## src/hw/clint_pkg.sv

```systemverilog
package clint_pkg;

    // widths that carry a meaning on the bus and in the register file
    typedef logic [63:0] addr_t;
    typedef logic [63:0] data_t;
    typedef logic [7:0]  strb_t;
    typedef logic [15:0] offs_t;
    typedef logic [1:0]  resp_t;

    localparam resp_t RESP_OKAY   = 2'b00;
    localparam resp_t RESP_SLVERR = 2'b10;

    // standard single-hart CLINT layout, low 16 address bits only
    localparam offs_t OFFS_MSIP     = 16'h0000;
    localparam offs_t OFFS_MTIMECMP = 16'h4000;
    localparam offs_t OFFS_MTIME    = 16'hBFF8;

    // AXI4-Lite channel payloads
    typedef struct packed {
        addr_t      addr;
        logic [2:0] prot;
    } axil_aw_t;

    typedef struct packed {
        data_t data;
        strb_t strb;
    } axil_w_t;

    typedef struct packed {
        addr_t      addr;
        logic [2:0] prot;
    } axil_ar_t;

    typedef struct packed {
        data_t data;
        resp_t resp;
    } axil_r_t;

    // single-cycle register access between the bus front end and the register block
    typedef struct packed {
        logic  write;
        offs_t offs;
        data_t data;
        strb_t strb;
    } reg_req_t;

    typedef struct packed {
        data_t data;
        resp_t resp;
    } reg_rsp_t;

endpackage

```

## src/hw/clint_timer.sv

```systemverilog
`timescale 1ns/10ps

module clint_timer #(
    parameter int TICK_DIV = 1
) (
    input  logic             clk,
    input  logic             rst_n,
    input  logic             mtime_wr,
    input  logic             mtimecmp_wr,
    input  clint_pkg::data_t wdata,
    input  clint_pkg::strb_t wstrb,
    output clint_pkg::data_t mtime,
    output clint_pkg::data_t mtimecmp,
    output logic             mtip
);

    localparam int DIV_W = (TICK_DIV > 1) ? $clog2(TICK_DIV) : 1;

    logic [DIV_W-1:0] tick_cnt;
    logic             tick;

    // apply a write to the bytes selected by the strobes
    function automatic clint_pkg::data_t byte_merge(
        input clint_pkg::data_t old_val,
        input clint_pkg::data_t new_val,
        input clint_pkg::strb_t strb
    );
        clint_pkg::data_t res;
        res = old_val;
        for (int i = 0; i < 8; i++)
        begin
            if (strb[i])
            begin
                res[i*8 +: 8] = new_val[i*8 +: 8];
            end
        end
        return res;
    endfunction

    assign tick = (tick_cnt == DIV_W'(TICK_DIV - 1));

    // divider restarts whenever software writes mtime
    always_ff @(posedge clk or negedge rst_n)
    begin
        if (!rst_n)
        begin
            tick_cnt <= '0;
        end
        else if (mtime_wr || tick)
        begin
            tick_cnt <= '0;
        end
        else
        begin
            tick_cnt <= tick_cnt + 1'b1;
        end
    end

    always_ff @(posedge clk or negedge rst_n)
    begin
        if (!rst_n)
        begin
            mtime <= '0;
        end
        else if (mtime_wr)
        begin
            mtime <= byte_merge(mtime, wdata, wstrb);
        end
        else if (tick)
        begin
            mtime <= mtime + 1'b1;
        end
    end

    // all ones keeps the timer interrupt quiet after reset
    always_ff @(posedge clk or negedge rst_n)
    begin
        if (!rst_n)
        begin
            mtimecmp <= '1;
        end
        else if (mtimecmp_wr)
        begin
            mtimecmp <= byte_merge(mtimecmp, wdata, wstrb);
        end
    end

    // level interrupt, one cycle behind the registers
    always_ff @(posedge clk or negedge rst_n)
    begin
        if (!rst_n)
        begin
            mtip <= 1'b0;
        end
        else
        begin
            mtip <= (mtime >= mtimecmp);
        end
    end

    a_mtip_cause: assert property (@(posedge clk) disable iff (!rst_n)
        mtip |-> $past(mtime >= mtimecmp))
        else $error("mtip high without a matching compare");

endmodule

```

## src/hw/clint_regs.sv

```systemverilog
`timescale 1ns/10ps

module clint_regs #(
    parameter int TICK_DIV = 1
) (
    input  logic                clk,
    input  logic                rst_n,
    input  clint_pkg::reg_req_t req,
    input  logic                req_valid,
    output clint_pkg::reg_rsp_t rsp,
    output logic                mtip,
    output logic                msip
);

    logic              hit_msip;
    logic              hit_mtimecmp;
    logic              hit_mtime;
    logic              wr_en;
    logic              msip_q;
    clint_pkg::data_t  mtime;
    clint_pkg::data_t  mtimecmp;

    assign hit_msip     = (req.offs == clint_pkg::OFFS_MSIP);
    assign hit_mtimecmp = (req.offs == clint_pkg::OFFS_MTIMECMP);
    assign hit_mtime    = (req.offs == clint_pkg::OFFS_MTIME);
    assign wr_en        = req_valid && req.write;

    // only bit 0 of msip exists, so only the low strobe matters
    always_ff @(posedge clk or negedge rst_n)
    begin
        if (!rst_n)
        begin
            msip_q <= 1'b0;
        end
        else if (wr_en && hit_msip && req.strb[0])
        begin
            msip_q <= req.data[0];
        end
    end

    assign msip = msip_q;

    clint_timer #(
        .TICK_DIV    (TICK_DIV)
    ) u_timer (
        .clk         (clk),
        .rst_n       (rst_n),
        .mtime_wr    (wr_en && hit_mtime),
        .mtimecmp_wr (wr_en && hit_mtimecmp),
        .wdata       (req.data),
        .wstrb       (req.strb),
        .mtime       (mtime),
        .mtimecmp    (mtimecmp),
        .mtip        (mtip)
    );

    // read mux and response code
    always_comb
    begin
        rsp.data = '0;
        rsp.resp = clint_pkg::RESP_OKAY;
        if (hit_msip)
        begin
            rsp.data = clint_pkg::data_t'(msip_q);
        end
        else if (hit_mtimecmp)
        begin
            rsp.data = mtimecmp;
        end
        else if (hit_mtime)
        begin
            rsp.data = mtime;
        end
        else
        begin
            // unmapped offset, nothing is touched
            rsp.resp = clint_pkg::RESP_SLVERR;
        end
    end

endmodule

```

## src/hw/axil_reg_port.sv

```systemverilog
`timescale 1ns/10ps

module axil_reg_port (
    input  logic                clk,
    input  logic                rst_n,

    input  clint_pkg::axil_aw_t aw,
    input  logic                awvalid,
    output logic                awready,

    input  clint_pkg::axil_w_t  w,
    input  logic                wvalid,
    output logic                wready,

    output clint_pkg::resp_t    b,
    output logic                bvalid,
    input  logic                bready,

    input  clint_pkg::axil_ar_t ar,
    input  logic                arvalid,
    output logic                arready,

    output clint_pkg::axil_r_t  r,
    output logic                rvalid,
    input  logic                rready,

    output clint_pkg::reg_req_t req,
    output logic                req_valid,
    input  clint_pkg::reg_rsp_t rsp
);

    typedef enum logic {WR_IDLE, WR_RESP} wr_state_t;
    typedef enum logic {RD_IDLE, RD_RESP} rd_state_t;

    wr_state_t wr_state;
    rd_state_t rd_state;
    logic      wr_ready_q;
    logic      rd_ready_q;
    logic      wr_accept;
    logic      rd_accept;
    logic      wr_hs;
    logic      rd_hs;

    // address and data must both be present before the slave commits
    assign wr_accept = (wr_state == WR_IDLE) && !wr_ready_q && awvalid && wvalid;
    // write goes first, a read arriving alongside waits one cycle
    assign rd_accept = (rd_state == RD_IDLE) && !rd_ready_q && arvalid && !wr_accept;

    assign wr_hs = wr_ready_q && awvalid && wvalid;
    assign rd_hs = rd_ready_q && arvalid;

    assign awready = wr_ready_q;
    assign wready  = wr_ready_q;
    assign arready = rd_ready_q;
    assign bvalid  = (wr_state == WR_RESP);
    assign rvalid  = (rd_state == RD_RESP);

    // write channel
    always_ff @(posedge clk or negedge rst_n)
    begin
        if (!rst_n)
        begin
            wr_state   <= WR_IDLE;
            wr_ready_q <= 1'b0;
        end
        else
        begin
            case (wr_state)
                WR_IDLE:
                begin
                    if (wr_hs)
                    begin
                        wr_ready_q <= 1'b0;
                        wr_state   <= WR_RESP;
                    end
                    else if (wr_accept)
                    begin
                        wr_ready_q <= 1'b1;
                    end
                end
                WR_RESP:
                begin
                    if (bready)
                    begin
                        wr_state <= WR_IDLE;
                    end
                end
                default: wr_state <= WR_IDLE;
            endcase
        end
    end

    // read channel
    always_ff @(posedge clk or negedge rst_n)
    begin
        if (!rst_n)
        begin
            rd_state   <= RD_IDLE;
            rd_ready_q <= 1'b0;
        end
        else
        begin
            case (rd_state)
                RD_IDLE:
                begin
                    if (rd_hs)
                    begin
                        rd_ready_q <= 1'b0;
                        rd_state   <= RD_RESP;
                    end
                    else if (rd_accept)
                    begin
                        rd_ready_q <= 1'b1;
                    end
                end
                RD_RESP:
                begin
                    if (rready)
                    begin
                        rd_state <= RD_IDLE;
                    end
                end
                default: rd_state <= RD_IDLE;
            endcase
        end
    end

    // response payloads captured at the handshake edge
    always_ff @(posedge clk)
    begin
        if (wr_hs)
        begin
            b <= rsp.resp;
        end
        if (rd_hs)
        begin
            r.data <= rsp.data;
            r.resp <= rsp.resp;
        end
    end

    // one request per handshake, the two never coincide
    always_comb
    begin
        if (wr_hs)
        begin
            req.write = 1'b1;
            req.offs  = aw.addr[15:0];
            req.data  = w.data;
            req.strb  = w.strb;
        end
        else
        begin
            req.write = 1'b0;
            req.offs  = ar.addr[15:0];
            req.data  = '0;
            req.strb  = '0;
        end
    end

    assign req_valid = wr_hs || rd_hs;

    a_bvalid_hold: assert property (@(posedge clk) disable iff (!rst_n)
        bvalid && !bready |=> bvalid)
        else $error("bvalid dropped before bready");

    a_no_aw_while_b: assert property (@(posedge clk) disable iff (!rst_n)
        !(awready && bvalid))
        else $error("awready raised with a write response pending");

    a_rvalid_hold: assert property (@(posedge clk) disable iff (!rst_n)
        rvalid && !rready |=> rvalid)
        else $error("rvalid dropped before rready");

endmodule

```

## src/hw/clint_top.sv

```systemverilog
`timescale 1ns/10ps

module clint_top #(
    parameter int TICK_DIV = 1
) (
    input  logic                clk,
    input  logic                rst_n,

    input  clint_pkg::axil_aw_t aw,
    input  logic                awvalid,
    output logic                awready,

    input  clint_pkg::axil_w_t  w,
    input  logic                wvalid,
    output logic                wready,

    output clint_pkg::resp_t    b,
    output logic                bvalid,
    input  logic                bready,

    input  clint_pkg::axil_ar_t ar,
    input  logic                arvalid,
    output logic                arready,

    output clint_pkg::axil_r_t  r,
    output logic                rvalid,
    input  logic                rready,

    output logic                mtip,
    output logic                msip
);

    clint_pkg::reg_req_t req;
    clint_pkg::reg_rsp_t rsp;
    logic                req_valid;

    // bus front end
    axil_reg_port u_port (
        .clk       (clk),
        .rst_n     (rst_n),
        .aw        (aw),
        .awvalid   (awvalid),
        .awready   (awready),
        .w         (w),
        .wvalid    (wvalid),
        .wready    (wready),
        .b         (b),
        .bvalid    (bvalid),
        .bready    (bready),
        .ar        (ar),
        .arvalid   (arvalid),
        .arready   (arready),
        .r         (r),
        .rvalid    (rvalid),
        .rready    (rready),
        .req       (req),
        .req_valid (req_valid),
        .rsp       (rsp)
    );

    // register file and timer
    clint_regs #(
        .TICK_DIV  (TICK_DIV)
    ) u_regs (
        .clk       (clk),
        .rst_n     (rst_n),
        .req       (req),
        .req_valid (req_valid),
        .rsp       (rsp),
        .mtip      (mtip),
        .msip      (msip)
    );

endmodule

```

## config.mk

```make
export PLATFORM = sky130hd
export DESIGN_NAME = clint_top
export DESIGN_NICKNAME = d
export VERILOG_FILES = /design/src/hw/clint_pkg.sv /design/src/hw/clint_timer.sv /design/src/hw/clint_regs.sv /design/src/hw/axil_reg_port.sv /design/src/hw/clint_top.sv
export SDC_FILE = /design/constraint.sdc
export NUM_CORES = 1
export LEC_CHECK = 0
export BUFFER_PORTS_ARGS = -buffer_cell sky130_fd_sc_hd__buf_2
export CAP_MARGIN = 20
export CORE_AREA = 2 2 167 202
export DETAILED_ROUTE_END_ITERATION = 10
export DIE_AREA = 0 0 169 204
export RECOVER_POWER = 25
export SLEW_MARGIN = 20
export SYNTH_ARGS = -nofsm -noshare
export SYNTH_HDL_FRONTEND = slang
export SYNTH_SLANG_ARGS = --single-unit
```

## constraint.sdc

```tcl
create_clock -name clk -period 2.8 [get_ports clk]
set_clock_uncertainty 0.2 [all_clocks]
set_input_delay 0.14 -clock clk [delete_from_list [all_inputs] [get_ports clk]]
set_output_delay 0.14 -clock clk [all_outputs]
set_load 0.005 [all_outputs]
```

Word level (Yosys, flattened, before mapping)
Index checks and enable logic that the tools add are counted.

cells by class
  $add $sub $neg = 2
  $lt $le $gt $ge = 1
  equality and inequality tests = 11
  mux-type cells = 28
  bitwise gates (word level) = 3
  reduce and logical (&&, ||, !) cells = 40

operators with widths
  cell                                                                     count
  64-bit two-way mux                                                       4
  89-bit two-way mux                                                       1
  64-bit by 1-bit adder with 64-bit output, second input constant          1
  64-bit greater-or-equal comparator                                       1
  8-bit two-way mux                                                        8
  2-bit AND reduction                                                      18
  16-bit by 15-bit equality test with 1-bit output, second input constant  1
  16-bit equality test, second input constant                              1
  16-bit logical NOT                                                       1
  2-bit inequality test, second input constant                             8
  1-bit logical AND                                                        14
  1-bit two-way mux                                                        10
  2-bit two-way mux                                                        3
  1-bit case mux with 2 select lines                                       2
  2-bit nonzero test                                                       2
  1-bit logical NOT                                                        3
  1-bit NOT                                                                3
  1-bit logical OR                                                         2
  2-bit by 1-bit inequality test with 1-bit output, second input constant  1
  1-bit adder, second input constant                                       1

storage, ports and cells
  register bits = 203
  input bits = 213
  output and inout bits = 75
  word-level logic and storage cells = 112

Depth between registers and ports, before layout
Gate-level depths: netlist of the first run.

  depth in word-level cells = 8
  depth in mapped cells = 9
  mapped depth without buffers = 8

By module
From an unflattened synthesis of the first run, not the netlist that was laid out.

second synthesis, totals
  cell total of the unflattened synthesis = 1182
  area total of the unflattened synthesis = 12025.3 µm²

by module, submodules not included
  module         times used  cells each  area each (µm²)  seq. area each (µm²)
  clint_timer    1           861         8130.3           3333.2
  axil_reg_port  1           218         2955.3           2142.1
  clint_regs     1           103         939.7            25.0

Worst setup path after synthesis of the first run
Ideal clock, no wire load.

  kind = reg2reg
  start = reg u_regs.u_timer.mtime[1]
  end = reg u_regs.u_timer.mtime[60]
  library setup time = 0.119 ns
  data arrival time = 2.086 ns
  required time = 2.481 ns
  path slack = 0.395 ns
  cell stages (with the launch flop) = 10
  path buffers = 2
  clock period less this slack = 2.405 ns
  path through = dfrtp_1 -> ha_1 -> and4b_1 -> clkbuf_1 -> and4_1 -> buf_2 -> nand4_2 -> or3_1 -> o22a_1 -> o21a_1

between the ends
  longest elaborated chain between the ends = 3

ends and longest elaborated chain
  what                                      RTL line           RTL
  from (decl)                               clint_timer.sv:12  output clint_pkg::data_t mtime,
  from (signal assigned)                    clint_timer.sv:67  mtime <= byte_merge(mtime, wdata, wstrb);
  from (signal assigned)                    clint_timer.sv:71  mtime <= mtime + 1'b1;
  64-bit by 1-bit adder with 64-bit output  clint_timer.sv:71
  64-bit two-way mux                        clint_timer.sv:69  else if (tick)
  64-bit two-way mux                        clint_timer.sv:65  else if (mtime_wr)

No other way between the ends. The select of a mux whose other input is x is not followed.
A chain may end at the register's enable or synchronous reset.

Final worst setup path of the first run
  start = reg u_port.wr_ready_q, in the netlist u_port.awready
  end = reg u_regs.u_timer.mtime[8]

between the ends
  longest elaborated chain between the ends = 7
  elaborated cells between the ends (all ways) = 12
  classes of those cells = 3 x eq/ne; 3 x mux; 6 x reduce/logical

ends and longest elaborated chain
  what                                                       RTL line                                    RTL
  from (decl)                                                axil_reg_port.sv:37                         logic wr_ready_q;
  from (signal assigned)                                     axil_reg_port.sv:64                         wr_ready_q <= 1'b0;
  from (signal assigned)                                     axil_reg_port.sv:73                         wr_ready_q <= 1'b0;
  from (signal assigned)                                     axil_reg_port.sv:78                         wr_ready_q <= 1'b1;
  1-bit logical AND (*) (2 in series)                        axil_reg_port.sv:49                         assign wr_hs = wr_ready_q && awvalid && wvalid;
  89-bit two-way mux or 1-bit logical OR (tied branches)     axil_reg_port.sv:145, axil_reg_port.sv:161
  16-bit equality test or 1-bit logical AND (tied branches)  clint_regs.sv:25, clint_regs.sv:26
  1-bit logical AND                                          clint_regs.sv:48                            .mtime_wr (wr_en && hit_mtime),
  2-bit inequality test (no line)                            n/a
  2-bit AND reduction (no line)                              n/a

Mark *: on every way between the ends. The rest lies on a longest branch, timed or not. The select of a mux whose other input is x is not followed.

==> metrics.md, run 1 <==
| Metric | Value |
|---|---|
| Die ar. | 0.03448 mm^2 |
| Final nets | between 1500 and 2000 |
| Largest net degree at the start of global routing | 66 |
| DRC Markers | 0 |
| Syn Area/Cell | 10.47 um^2 |
| LEAKAGE | 0.006263 uW |
| RSZ-0062 raised after global routing | no |
| Setup violations, final | 0 |
| Global-route wire length before repair | between 50000 and 60000 um |
| GPL Wtd Cong | roughly 0.9 |
| Overall die width | 169 um |
| Final Slew Violations | 0 |
| P&R area growth vs syn | 34.84% |
| Switching component of the power | 1900 uW |
| Port Buffer Count | ~180 |
| Crit. End Element | flop |
| DR WL/cell | 18.54 um |
| Yosys warns | 0 |
| Post-CTS Setup Inserts | 0 |
| Final wirelength | 34630 um |
| # rows | 73 |
| Asr flop ratio synth | 67.16% |
| Final hold vios | 0 |
| Vias in the first global route | between 10000 and 15000 |
| Worst Tran Pin Value | about 1.3 ns |
| Gr usage total | 20.07% |
| Core footprint | 0.03270 mm^2 |
| Synth Instances | 1079 |
| Gate power share | 13.6% |
| Seq/Total Area, Yosys | 48.18% |
| Synth unique cells | 76 |
| Boundary pin count | 288 |
| Placed cell area | about 0.014 mm^2 |
| Outcome | complete, no violations |
| Clock Sinks | roughly 200 |
| PwrDens | 502.2 mW/mm^2 |
| Cell area after synthesis | 0.01129 mm^2 |
| Cell-internal power | approximately 5700 uW |
| DR iter-0 viols | between 500 and 600 |
| Vias | around 10000 |
| CP Data Required Time | 3.04 ns |
| Tcrit/Tclk final | a little over nine tenths |
| HP Class | in -> reg |
| Period minus WS final | 2.695 ns |
| Max Cap Viol | 0 |
| Post-synth EDFFs | 66 |
| Avg Vias per Cell | 5.373 |
| Clock Latency Late Sink | 0.53 ns |
| CTS buffer count | 22 |
| Remaining Overflow, GRT | 0 |
| Htree depth | 1 |
| Starting density of the core | 34.53% |
| Fmax | 0.3710 GHz |
| TritonCTS clock tree | yes |
| Fraction of layout cells with a size suffix above 1 | 32.78% |
| Initial antenna violation count | 1 |
| Finished Cell Area | 0.01523 mm^2 |
| Rel. slew slack | 15.59% |
| Worst path arrival time | 2.94 ns |
| DRT antenna net count | 0 |
| Die H | 204 um |
| Ys flop type | dfrtp_1 |
| Peak VDD IR | 412.2 uV |
| Yosys reg bits | 201 |
| Switching Fraction | 24.85% |
| HPWL Detailed | 25510 um |
| Bufs on Longest Clock Path | 3 |
| Worst-path clk slew | 0.06 ns |
| Setup TNS | 0 ns |
| Clock Root Buffer | clkbuf_16 |
| Startpoint types | flop |
| Setup CP Type | reg -> reg |
| Worst-path maximum fanout | 23 |
| Total iterations of the first detailed-routing run | 7 |
| Flop pwr share | 44.9% |
| Clock power frac | 41.5% |
[cell families (layout without fill, tap and decap cells)]
logic type | count (synthesis) | in the layout | share of synthesized area (%)
buf+inv | 132 | 505 | 4.886
xor+xnor | 1 | 1 | 0.07758
mux | 67 | 67 | 6.648
other cells | 1 | 4 | 0.03321
simple gates | 331 | 331 | 15.56
fa+ha+maj | 65 | 65 | 7.202
compound gates | 281 | 282 | 17.42
flops | 201 | 201 | 48.18
[power by group through the flow]
stage	clock (uW)	combinational, uW	sequential [uW]
after detailed placement	0	933	3480
final	3170	1040	3430
after floorplan	0	316	3530
after global routing	3370	1160	3460
after CTS	3260	1050	3430
after global placement	0	918	3470
[flip-flops by register name, summed over array words and instances, names as in the netlist]
signal	flops
u_port.arready	1
u_regs.u_timer.mtip	1
u_port.rvalid	1
u_regs.u_timer.mtime	64
u_port.bvalid	1
u_port.r	65
u_regs.u_timer.mtimecmp	64
u_port.awready	1
u_regs.msip	1
u_port.b	1
u_regs.u_timer.tick_cnt	1
[area by class of cell]
type / instances / area, um^2
inverter: 82 / 307.8
sequential: 201 / 5440
multi-input combinational: 749 / 5341
fill: 3085 / 17470
clock buffer: 29 / 628.1
timing repair buffer: 383 / 2831
clock inverter: 11 / 158.9
antenna: 1 / 2.502
tap: 412 / 515.5
[placed cells by master (no fill, tap or decap), types with 9 or more instances in the layout]
| master | count |
|---|---|
| and3_1 | 20 |
| o21ai_0 | 40 |
| nand2b_1 | 10 |
| a211o_1 | 11 |
| nand4_1 | 44 |
| buf_2 | 182 |
| dfrtp_1 | 71 |
| a22o_1 | 63 |
| a21oi_1 | 74 |
| inv_1 | 80 |
| edfxtp_1 | 66 |
| buf_12 | 17 |
| mux2_2 | 56 |
| dlygate4sd3_1 | 85 |
| nor4_1 | 10 |
| clkbuf_16 | 23 |
| nor3_1 | 16 |
| nand2_1 | 64 |
| nor2_1 | 77 |
| nand3_1 | 49 |
| buf_4 | 95 |
| a211oi_1 | 11 |
| dfstp_2 | 64 |
| o211ai_1 | 9 |
| ha_1 | 65 |
[what timing repair did]
action / in CTS / in global routing
hold endpoints to repair: 219 / 0
hold buffers: 85 / 0
endpoints found under the setup margin: 0 / 4
resized for setup: 0 / 2
[synth_stat cells (all sizes together), types with 4 or more instances]
master	n	area share, %
buf	34	1.6
a22o	63	4.9
or3	8	0.44
o32ai	7	0.54
inv	82	2.7
and4	4	0.31
a21oi	74	3.3
and3	21	1.2
ha	65	7.2
dfrtp	71	16
o211ai	9	0.60
nor3	16	0.71
o21ai	43	1.9
nor2	77	2.6
or4	7	0.47
a21o	5	0.33
nand2b	10	0.55
a311oi	4	0.31
o31ai	8	0.53
o221a	5	0.50
mux2	64	6.4
nand3	50	2.3
a211o	11	0.85
a211oi	11	0.73
edfxtp	66	18
o311ai	5	0.39
dfstp	64	15
o22ai	8	0.44
nand4	46	2.7
nor4	15	1.2
clkbuf	16	0.53
nand2	64	2.1
[per-layer routing]
layer / GRT usage, % / vias up / wire length [um]
met1: 25.39 / 4933 / 14550
met3: 2.091 / 55 / 1324
met5: 0 / - / 0
met4: 7.112 / 0 / 995
met2: 35.61 / 246 / 17770
li1: - / 4802 / -
[final timing paths]
kind / startpoint / to / slack, ns / depth (start not counted)
max in group asynchronous: rst_n / u_regs.u_timer.mtime[63]$_DFFE_PN0P_ / 0.93 / 3
hold reg to reg: u_regs.u_timer.mtimecmp[3]$_DFFE_PN1P_ / u_regs.u_timer.mtimecmp[3]$_DFFE_PN1P_ / 0.29 / 2
min in group asynchronous: rst_n / u_regs.u_timer.mtimecmp[0]$_DFFE_PN1P_ / 0.14 / 2
setup / recovery: u_port.awready$_DFFE_PN0P_ / u_regs.u_timer.mtime[8]$_DFFE_PN0P_ / 0.10 / 9
setup reg to reg: u_port.awready$_DFFE_PN0P_ / u_regs.u_timer.mtime[8]$_DFFE_PN0P_ / 0.10 / 9
hold / removal: ar[17] / u_port.r[2]$_DFFE_PP_ / 0.07 / 4
[metrics by stage]
step	setup slack (ns)	utilization [%]	total power (uW)	instances	hold WS (ns)
finish	0.1049	46.56	7646	1868	0.07390
CTS	0.03370	46.57	7741	1866	0.03644
floorplan	0.3949	-	3851	1081	-0.3556
global placement	0.05117	41.56	4392	1741	-0.06554
global route	0.009337	46.56	7989	1868	0.1035
detailed placement	0.01832	41.56	4413	1741	-0.06346
[critical path: stages, from the launching register on]
cell and delay, ns:
dfrtp_1 0.36, nand3_2 0.11, buf_4 0.19, nor4_1 0.32, buf_4 0.24, o21a_2 0.28, buf_12 0.20, nand3_1 0.08
dlygate4sd3_1 0.55, o21ai_0 0.08
Power figures use the tool's default switching activity.
==> inputs of run 2 (changes only) <==
--- a/config.mk
+++ b/config.mk
@@ -7,11 +7,11 @@
 export LEC_CHECK = 0
 export BUFFER_PORTS_ARGS = -buffer_cell sky130_fd_sc_hd__buf_2
 export CAP_MARGIN = 20
-export CORE_AREA = 2 2 167 202
+export CORE_AREA = 2 2 136 164
 export DETAILED_ROUTE_END_ITERATION = 10
-export DIE_AREA = 0 0 169 204
+export DIE_AREA = 0 0 138 166
+export PLACE_DENSITY = 0.8
 export RECOVER_POWER = 25
-export SLEW_MARGIN = 20
 export SYNTH_ARGS = -nofsm -noshare
 export SYNTH_HDL_FRONTEND = slang
 export SYNTH_SLANG_ARGS = --single-unit
==> run 2 against run 1 <==
Combinational power about the same; critical path depth down 1; first-iteration DRC count up 60%; fmax down 2.2%; cell count down 8.9%; hold slack worse by 0.022 ns; sequential power about the same; routed wire length down 4.4%; sequential cell count unchanged; via count up 2.9%; sequential share of layout area up 1.3 points; count of clock-buffer cells in the layout up 1; critical path type unchanged; critical endpoint is now u_regs.u_timer.mtip$_DFF_PN0_; highest routed layer unchanged.
==> metrics.md, run 2 (same netlist as run 1, synthesis figures left out) <==
| Metric | Value |
|---|---|
| P&R area growth vs syn | 30.27% |
| Post-CTS Setup Inserts | 0 (unchanged) |
| GPL Wtd Cong | 0.9288 (+4.0%) |
| Worst Tran Pin Value | 1.246 ns (-0.02044 ns) |
| Final hold vios | 0 (unchanged) |
| LEAKAGE | 0.006113 uW (-2.4%) |
| Final nets | 1690 (-1.6%) |
| Core footprint | 0.02141 mm^2 (-35%) |
| Worst path arrival time | 2.91 ns (-0.03 ns) |
| Biggest regs | u_port.r: 65 flops, u_regs.u_timer.mtime: 64 flops, u_regs.u_timer.mtimecmp: 64 flops |
| Die ar. | 0.02291 mm^2 (-34%) |
| Worst path top cell family by delay | compound AO/OA/AOI/OAI gates |
| Crit path top cell by count | nand2_1 |
| Period minus WS final | 2.755 ns (+0.05943 ns) |
| DRC Markers | 0 (unchanged) |
| Max Cap Viol | 0 (unchanged) |
| Fraction of layout cells with a size suffix above 1 | 31.44% (-1.3 points) |
| # rows | 59 (-19%) |
| Finished Cell Area | 0.01471 mm^2 (-3.4%) |
| Worst Path Buf+Inv | 1 (-3) |
| Clock Latency Late Sink | 0.52 ns (about the same) |
| Clock Sinks | 201 (unchanged) |
| Clock Root Buffer | clkbuf_16 |
| Remaining Overflow, GRT | 0 (unchanged) |
| CP Data Required Time | 2.96 ns (-0.08 ns) |
| Final Slew Violations | 0 (unchanged) |
| PwrDens | 509.7 mW/mm^2 (+1.5%) |
| Largest stage delay, worst path | 0.55 ns (about the same) |
| Leading cell types in the layout, fill and taps excluded | 182 x buf_2, 84 x dlygate4sd3_1, 80 x inv_1 |
| Peak VDD IR | 468.5 uV (+14%) |
| Vias in the first global route | 10260 (+0.14%) |
| Htree depth | 1 (unchanged) |
| Tcrit/Tclk final | 98.38% (+2.1 points) |
| CTS buffer count | 22 (unchanged) |
| Fmax | 0.3630 GHz (-2.2%) |
| Startpoint types | flop |
| Overall die width | 138 um (-18%) |
| CP Cell Sequence | inv_1 > ha_1 > a21oi_1 > nand2_1 > a221o_1 > o31a_1 > nor3_1 > nand2_1 |
| Initial antenna violation count | 0 (-1) |
| Final wirelength | 33100 um (-4.4%) |
| Bufs on Longest Clock Path | 3 (unchanged) |
| DR iter-0 viols | 873 (+60%) |
| Setup violations, final | 0 (unchanged) |
| HP Class | in -> reg |
| Worst-path maximum fanout | 3 (-87%) |
| DR WL/cell | 19.45 um (+4.9%) |
| Most flops, register | u_port.r |
| Largest net degree at the start of global routing | 49 (-26%) |
| Rel. slew slack | 16.95% (+1.4 points) |
| Boundary pin count | 288 (unchanged) |
| Setup TNS | 0 ns (unchanged) |
| Total iterations of the first detailed-routing run | 5 (-2) |
| Setup CP Type | reg -> reg |
| Slowest CP cell | dfstp_2 |
| Antenna diode count | 0 (-1) |
| Die H | 166 um (-19%) |
| RSZ-0062 raised after global routing | no |
| Final Core Density | 68.71% (+22 points) |
| Starting density of the core | 52.75% (+18 points) |
| Worst-path clk slew | 0.06 ns (about the same) |
| Placed cell area | 0.01314 mm^2 (-3.3%) |
| Global-route wire length before repair | 52950 um (-3.6%) |
| Avg Vias per Cell | 6.067 (+13%) |
| Max reg flops | 65 (unchanged) |
| Gr usage total | 28.15% (+8.1 points) |
| Crit. End Element | flop |
| DRT antenna net count | 0 (unchanged) |
| Outcome | complete, no violations |
| Vias | 10330 (+2.9%) |
| Port Buffer Count | 183 (unchanged) |
| TritonCTS clock tree | yes |
| Commonest non-fill, non-tap cell in the layout | buf_2 |
| HPWL Detailed | 23180 um (-9.2%) |
run 2: changes by cell type in the layout (fill, tap and decap cells not counted), sizes merged, moves of 2 or more:
cell and delta:
bufinv -2, clkbuf +2, buf -26, clkinv +3, clkinvlp -2
run 2: layer usage:
layer / up-vias / share of wire [%] / GRT usage, %
li1: 4758 / - / -
met1: 5039 / 40 / 35.55
met2: 436 / 50 / 49.38
met3: 93 / 5.9 / 3.460
met4: 0 / 3.9 / 11.00
met5: - / 0 / 0
run 2: cell type report:
type                       count  area, um^2
clock buffer                  30       653.1
multi-input combinational    748        5320
fill                        1560        6698
tap                          274       342.8
inverter                      82       307.8
sequential                   201        5440
timing repair buffer         357        2544
clock inverter                10       102.6
run 2: final timing paths:
| kind | start | endpoint | slack, ns | depth (start not counted) |
|---|---|---|---|---|
| worst max-delay path | u_regs.u_timer.mtimecmp[46]$_DFFE_PN1P_ | u_regs.u_timer.mtip$_DFF_PN0_ | 0.05 | 8 |
| worst min-delay path | ar[17] | u_port.r[2]$_DFFE_PP_ | 0.05 | 3 |
| worst max register to register | u_regs.u_timer.mtimecmp[46]$_DFFE_PN1P_ | u_regs.u_timer.mtip$_DFF_PN0_ | 0.05 | 8 |
| worst min register to register | u_regs.u_timer.mtimecmp[3]$_DFFE_PN1P_ | u_regs.u_timer.mtimecmp[3]$_DFFE_PN1P_ | 0.31 | 2 |
| max in group asynchronous | rst_n | u_regs.u_timer.mtime[27]$_DFFE_PN0P_ | 0.47 | 3 |
| min in group asynchronous | rst_n | u_regs.u_timer.mtime[56]$_DFFE_PN0P_ | 0.24 | 2 |
run 2: power by group:
part	internal (uW)	switching [uW]
clock	1820	1190
combinational	479	577
sequential	3320	117
total	5610	1880
run 2: worst min-delay path: stages:
cell,delay [ns]
buf_2,0.14
mux2i_1,0.14
a32oi_1,0.21
run 2: through the flow:
stage                     hold slack [ns]  power [uW]  setup slack [ns]  instances
after floorplan                   -0.3556        3851            0.3949       1081
after global placement           0.006725        4367            0.1252       1578
after detailed placement         0.009257        4405           0.03171       1578
after CTS                         0.02520        7515            0.1262       1702
after global routing              0.08240        7769          0.001037       1702
final                             0.05196        7498           0.04550       1702
run 2: timing repair:
action	in CTS	in global routing
resized for setup	0	1
endpoints found under the setup margin	0	1
hold endpoints to repair	223	0
hold buffers	84	0
==> inputs of run 3 (changes only) <==
--- a/config.mk
+++ b/config.mk
@@ -7,11 +7,12 @@
 export LEC_CHECK = 0
 export BUFFER_PORTS_ARGS = -buffer_cell sky130_fd_sc_hd__buf_2
 export CAP_MARGIN = 20
-export CORE_AREA = 2 2 136 164
+export CORE_AREA = 2 2 138 167
 export DETAILED_ROUTE_END_ITERATION = 10
-export DIE_AREA = 0 0 138 166
-export PLACE_DENSITY = 0.8
+export DIE_AREA = 0 0 140 169
+export PLACE_DENSITY = 0.81
 export RECOVER_POWER = 25
 export SYNTH_ARGS = -nofsm -noshare
 export SYNTH_HDL_FRONTEND = slang
+export SYNTH_HIERARCHICAL = 1
 export SYNTH_SLANG_ARGS = --single-unit
==> constraint.sdc (replaced) <==
create_clock -name clk -period 2.8 [get_ports clk]
set_clock_uncertainty 0.2 [all_clocks]
set_input_delay 0.28 -clock clk [delete_from_list [all_inputs] [get_ports clk]]
set_output_delay 0.28 -clock clk [all_outputs]
set_load 0.005 [all_outputs]
==> run 3 against run 2 <==
The flow now finishes with violations (design-rule violations, max-capacitance violations, max-slew violations, negative setup slack); sequential power barely moved; final area increased by 11%; sequential share of layout area decreased by 3.4 points; clock power up 7.6%; global-route usage rose by 1.3 points; synthesized area up 6.5%; sequential cell count rose by 2; fmax down 11%; hold slack worse by 0.038 ns; die area up 3.3%; count of clock-buffer cells in the layout is 3 lower; critical endpoint is now u_regs/u_timer/mtime[24]$_DFFE_PN0P_; largest cell class is now multi-input gates; highest routed layer unchanged.
==> metrics.md, run 3 <==
| Metric | Value |
|---|---|
| Setup TNS | -19.03 ns (-19.03 ns) |
| Starting density of the core | 54.30% (+1.6 points) |
| Core footprint | 0.02215 mm^2 (+3.4%) |
| Worst Tran Pin Value | 1.912 ns (+0.6667 ns) |
| Port Buffer Count | 185 (+1.1%) |
| CP Data Required Time | 2.97 ns (about the same) |
| Setup violations, final | 174 (+174) |
| Htree depth | 1 (unchanged) |
| Synth Instances | 1182 (+9.5%) |
| Filler cell count in the final layout | 1468 (-5.9%) |
| Period minus WS final | 3.111 ns (+0.3561 ns) |
| Tcrit/Tclk final | 111.1% (+13 points) |
| Most flops, register | u_port/r |
| Area share of the largest cell type after synthesis | 16.98% (-0.57 points) |
| Syn Area/Cell | 10.17 um^2 (-2.8%) |
| Synth top area cells | edfxtp_1 17%, dfrtp_1 15%, dfstp_2 14% |
| Yosys reg bits | 203 (+1.0%) |
| HPWL Detailed | 24150 um (+4.2%) |
| Vias in the first global route | 11290 (+10%) |
| Worst path arrival time | 3.28 ns (+0.37 ns) |
| GR peak layer | met2 |
| Commonest non-fill, non-tap cell in the layout | buf_2 |
| Outcome | complete, but fails checks |
| Post-Place Worst Slack | -0.3499 ns (-0.3816 ns) |
| Final wirelength | 35900 um (+8.5%) |
| RSZ-0062 raised after global routing | yes |
| Final Core Density | 74.04% (+5.3 points) |
| Final hold vios | 0 (unchanged) |
| PwrDens | 493.8 mW/mm^2 (-3.1%) |
| Leading cell types in the layout, fill and taps excluded | 184 x buf_2, 163 x buf_4, 105 x nand2_1 |
| Initial antenna violation count | 1 (+1) |
| Max reg flops | 66 (+1.5%) |
| Rel. slew slack | -27.49% (-44 points) |
| Post-Syn Nets | 1460 |
| CTS buffer count | 22 (unchanged) |
| Synth unique cells | 72 (-5.3%) |
| Gr usage total | 29.45% (+1.3 points) |
| LEAKAGE | 0.007273 uW (+19%) |
| Die H | 169 um (+1.8%) |
| Final Slew Violations | 136 (+136) |
| Vias | 11140 (+7.8%) |
| Yosys top cell by area | edfxtp_1 |
| Worst-path clk slew | 0.06 ns (about the same) |
| Yosys warns | 6 (+6) |
| Post-synth top cells | 123 x nand2_1, 80 x and2_1, 80 x inv_1, 77 x nor2_1, 71 x dfrtp_1 |
| Met2 usage | 52.75% (+3.4 points) |
| Die ar. | 0.02366 mm^2 (+3.3%) |
| Post-synth EDFFs | 68 (+3.0%) |
| P&R area growth vs syn | 36.35% |
| Boundary pin count | 288 (unchanged) |
| DRT antenna net count | 0 (unchanged) |
| Global-route wire length before repair | 56210 um (+6.2%) |
| Ys flop type | dfrtp_1 |
| HP Class | in -> reg |
| Avg Vias per Cell | 5.929 (-2.3%) |
| # rows | 60 (+1.7%) |
| Post-route worst setup slack | -0.3106 ns (-0.3561 ns) |
| Remaining Overflow, GRT | 0 (unchanged) |
| Pwr Total | 8097 uW (+8.0%) |
| Largest net degree at the start of global routing | 136 (+180%) |
| Placed cell area | 0.01451 mm^2 (+10%) |
| Finished Cell Area | 0.01640 mm^2 (+11%) |
| Clock Latency Late Sink | 0.52 ns (about the same) |
| DRC Markers | 10 (+10) |
| Crit. End Element | flop |
| Seq/Total Area, Yosys | 45.74% (-2.4 points) |
| DR iter-0 viols | 742 (-15%) |
| M1 GR Usage | 34.63% (-0.92 points) |
| Worst-path maximum fanout | 17 (+14) |
| Grt met3 use | 3.593% (+0.13 points) |
| Peak VDD IR | 527.8 uV (+13%) |
| Max Cap Viol | 1 (+1) |
| DR WL/cell | 19.12 um (-1.7%) |
| Asr flop ratio synth | 66.50% (-0.66 points) |
| Bufs on Longest Clock Path | 3 (unchanged) |
| GPL Wtd Cong | 0.9068 (-2.4%) |
| Total iterations of the first detailed-routing run | 9 (+4) |
| Clock Sinks | 203 (+1.0%) |
| TritonCTS clock tree | yes |
| Clock Root Buffer | clkbuf_16 |
| Cell area after synthesis | 0.01203 mm^2 (+6.5%) |
| Biggest regs | u_port/r: 66 flops, u_regs/u_timer/mtime: 64 flops, u_regs/u_timer/mtimecmp: 64 flops |
| Fmax | 0.3215 GHz (-11%) |
| Fraction of layout cells with a size suffix above 1 | 39.49% (+8.0 points) |
| Startpoint types | flop |
| Setup CP Type | reg -> reg |
| Count leader, synth | nand2_1 |
| Failing checks | design-rule violations, max-capacitance violations, max-slew violations, negative setup slack |
| Overall die width | 140 um (+1.4%) |
| Final nets | 1860 (+10%) |
-- run 3: worst paths after layout --
path	from	cells after the start	slack [ns]	endpoint
worst max-delay path	u_port/awready$_DFFE_PN0P_	15	-0.31	u_regs/u_timer/mtime[24]$_DFFE_PN0P_
worst min-delay path	w[55]	3	0.01	u_regs/u_timer/mtimecmp[47]$_DFFE_PN1P_
worst max register to register	u_port/awready$_DFFE_PN0P_	15	-0.31	u_regs/u_timer/mtime[24]$_DFFE_PN0P_
worst min register to register	u_regs/msip$_DFFE_PN0P_	1	0.35	u_regs/msip$_DFFE_PN0P_
max in group asynchronous	rst_n	3	0.45	u_port/awready$_DFFE_PN0P_
min in group asynchronous	rst_n	3	0.72	u_port/rvalid$_DFF_PN0_
-- run 3: power breakdown --
part / internal, uW / switching, uW
Combinational: 626 / 753
Sequential: 3360 / 111
Clock: 2010 / 1230
-- run 3: routing by layer --
metal  share of wire, %  wire [um]
met1                 38      13670
met2                 52      18610
met3                4.9       1769
met4                5.2       1850
met5                  0          0
-- run 3: repair_timing --
action | 4_1_cts | 5_1_grt
pin swaps | 36 | 32
hold buffers | 61 | 0
gates resized for setup | 45 | 26
setup buffers | 12 | 7
endpoints found under the setup margin | 115 | 191
endpoints found under the hold margin | 154 | 0
-- run 3: through the flow --
step,hold slack (ns),instances
global placement,0.2560,1757
detailed placement,0.2580,1757
floorplan,-0.2156,1182
finish,0.01442,1878
global route,0.02604,1878
CTS,0.007185,1870
-- run 3: critical path, cell delays in order, from the launching register on --
cell and delay (ns):
dfrtp_2 0.39, nand3_4 0.12, buf_12 0.17, nand2_2 0.08, nand2_2 0.06, nand4_1 0.11, nor2_1 0.07, and2_4 0.16
and3_4 0.18, nor4bb_4 0.36, buf_4 0.17, buf_4 0.10, nand4_1 0.18, buf_4 0.22, o211ai_1 0.24, o311ai_1 0.16
-- run 3: cell families after synthesis --
family          count (synthesis)  synth area share [%]
simple gates                  460                 20.02
compound gates                238                 14.42
flops                         203                 45.74
buf+inv                       131                 5.462
mux                            75                 6.950
fa+ha+maj                      65                 6.763
xor+xnor                        8                0.5827
other cells                     2               0.06245
-- run 3: cell type report --
cell class | instances | area, um^2 | share of cell area [%]
Sequential cell | 203 | 5502 | 33.55
Clock buffer | 27 | 610.6 | 3.724
Inverter | 82 | 312.8 | 1.908
Clock inverter | 13 | 195.2 | 1.190
Timing Repair Buffer | 425 | 2999 | 18.29
Antenna cell | 1 | 2.502 | 0.01526
Tap cell | 279 | 349.1 | 2.129
Multi-Input combinational cell | 848 | 6426 | 39.19
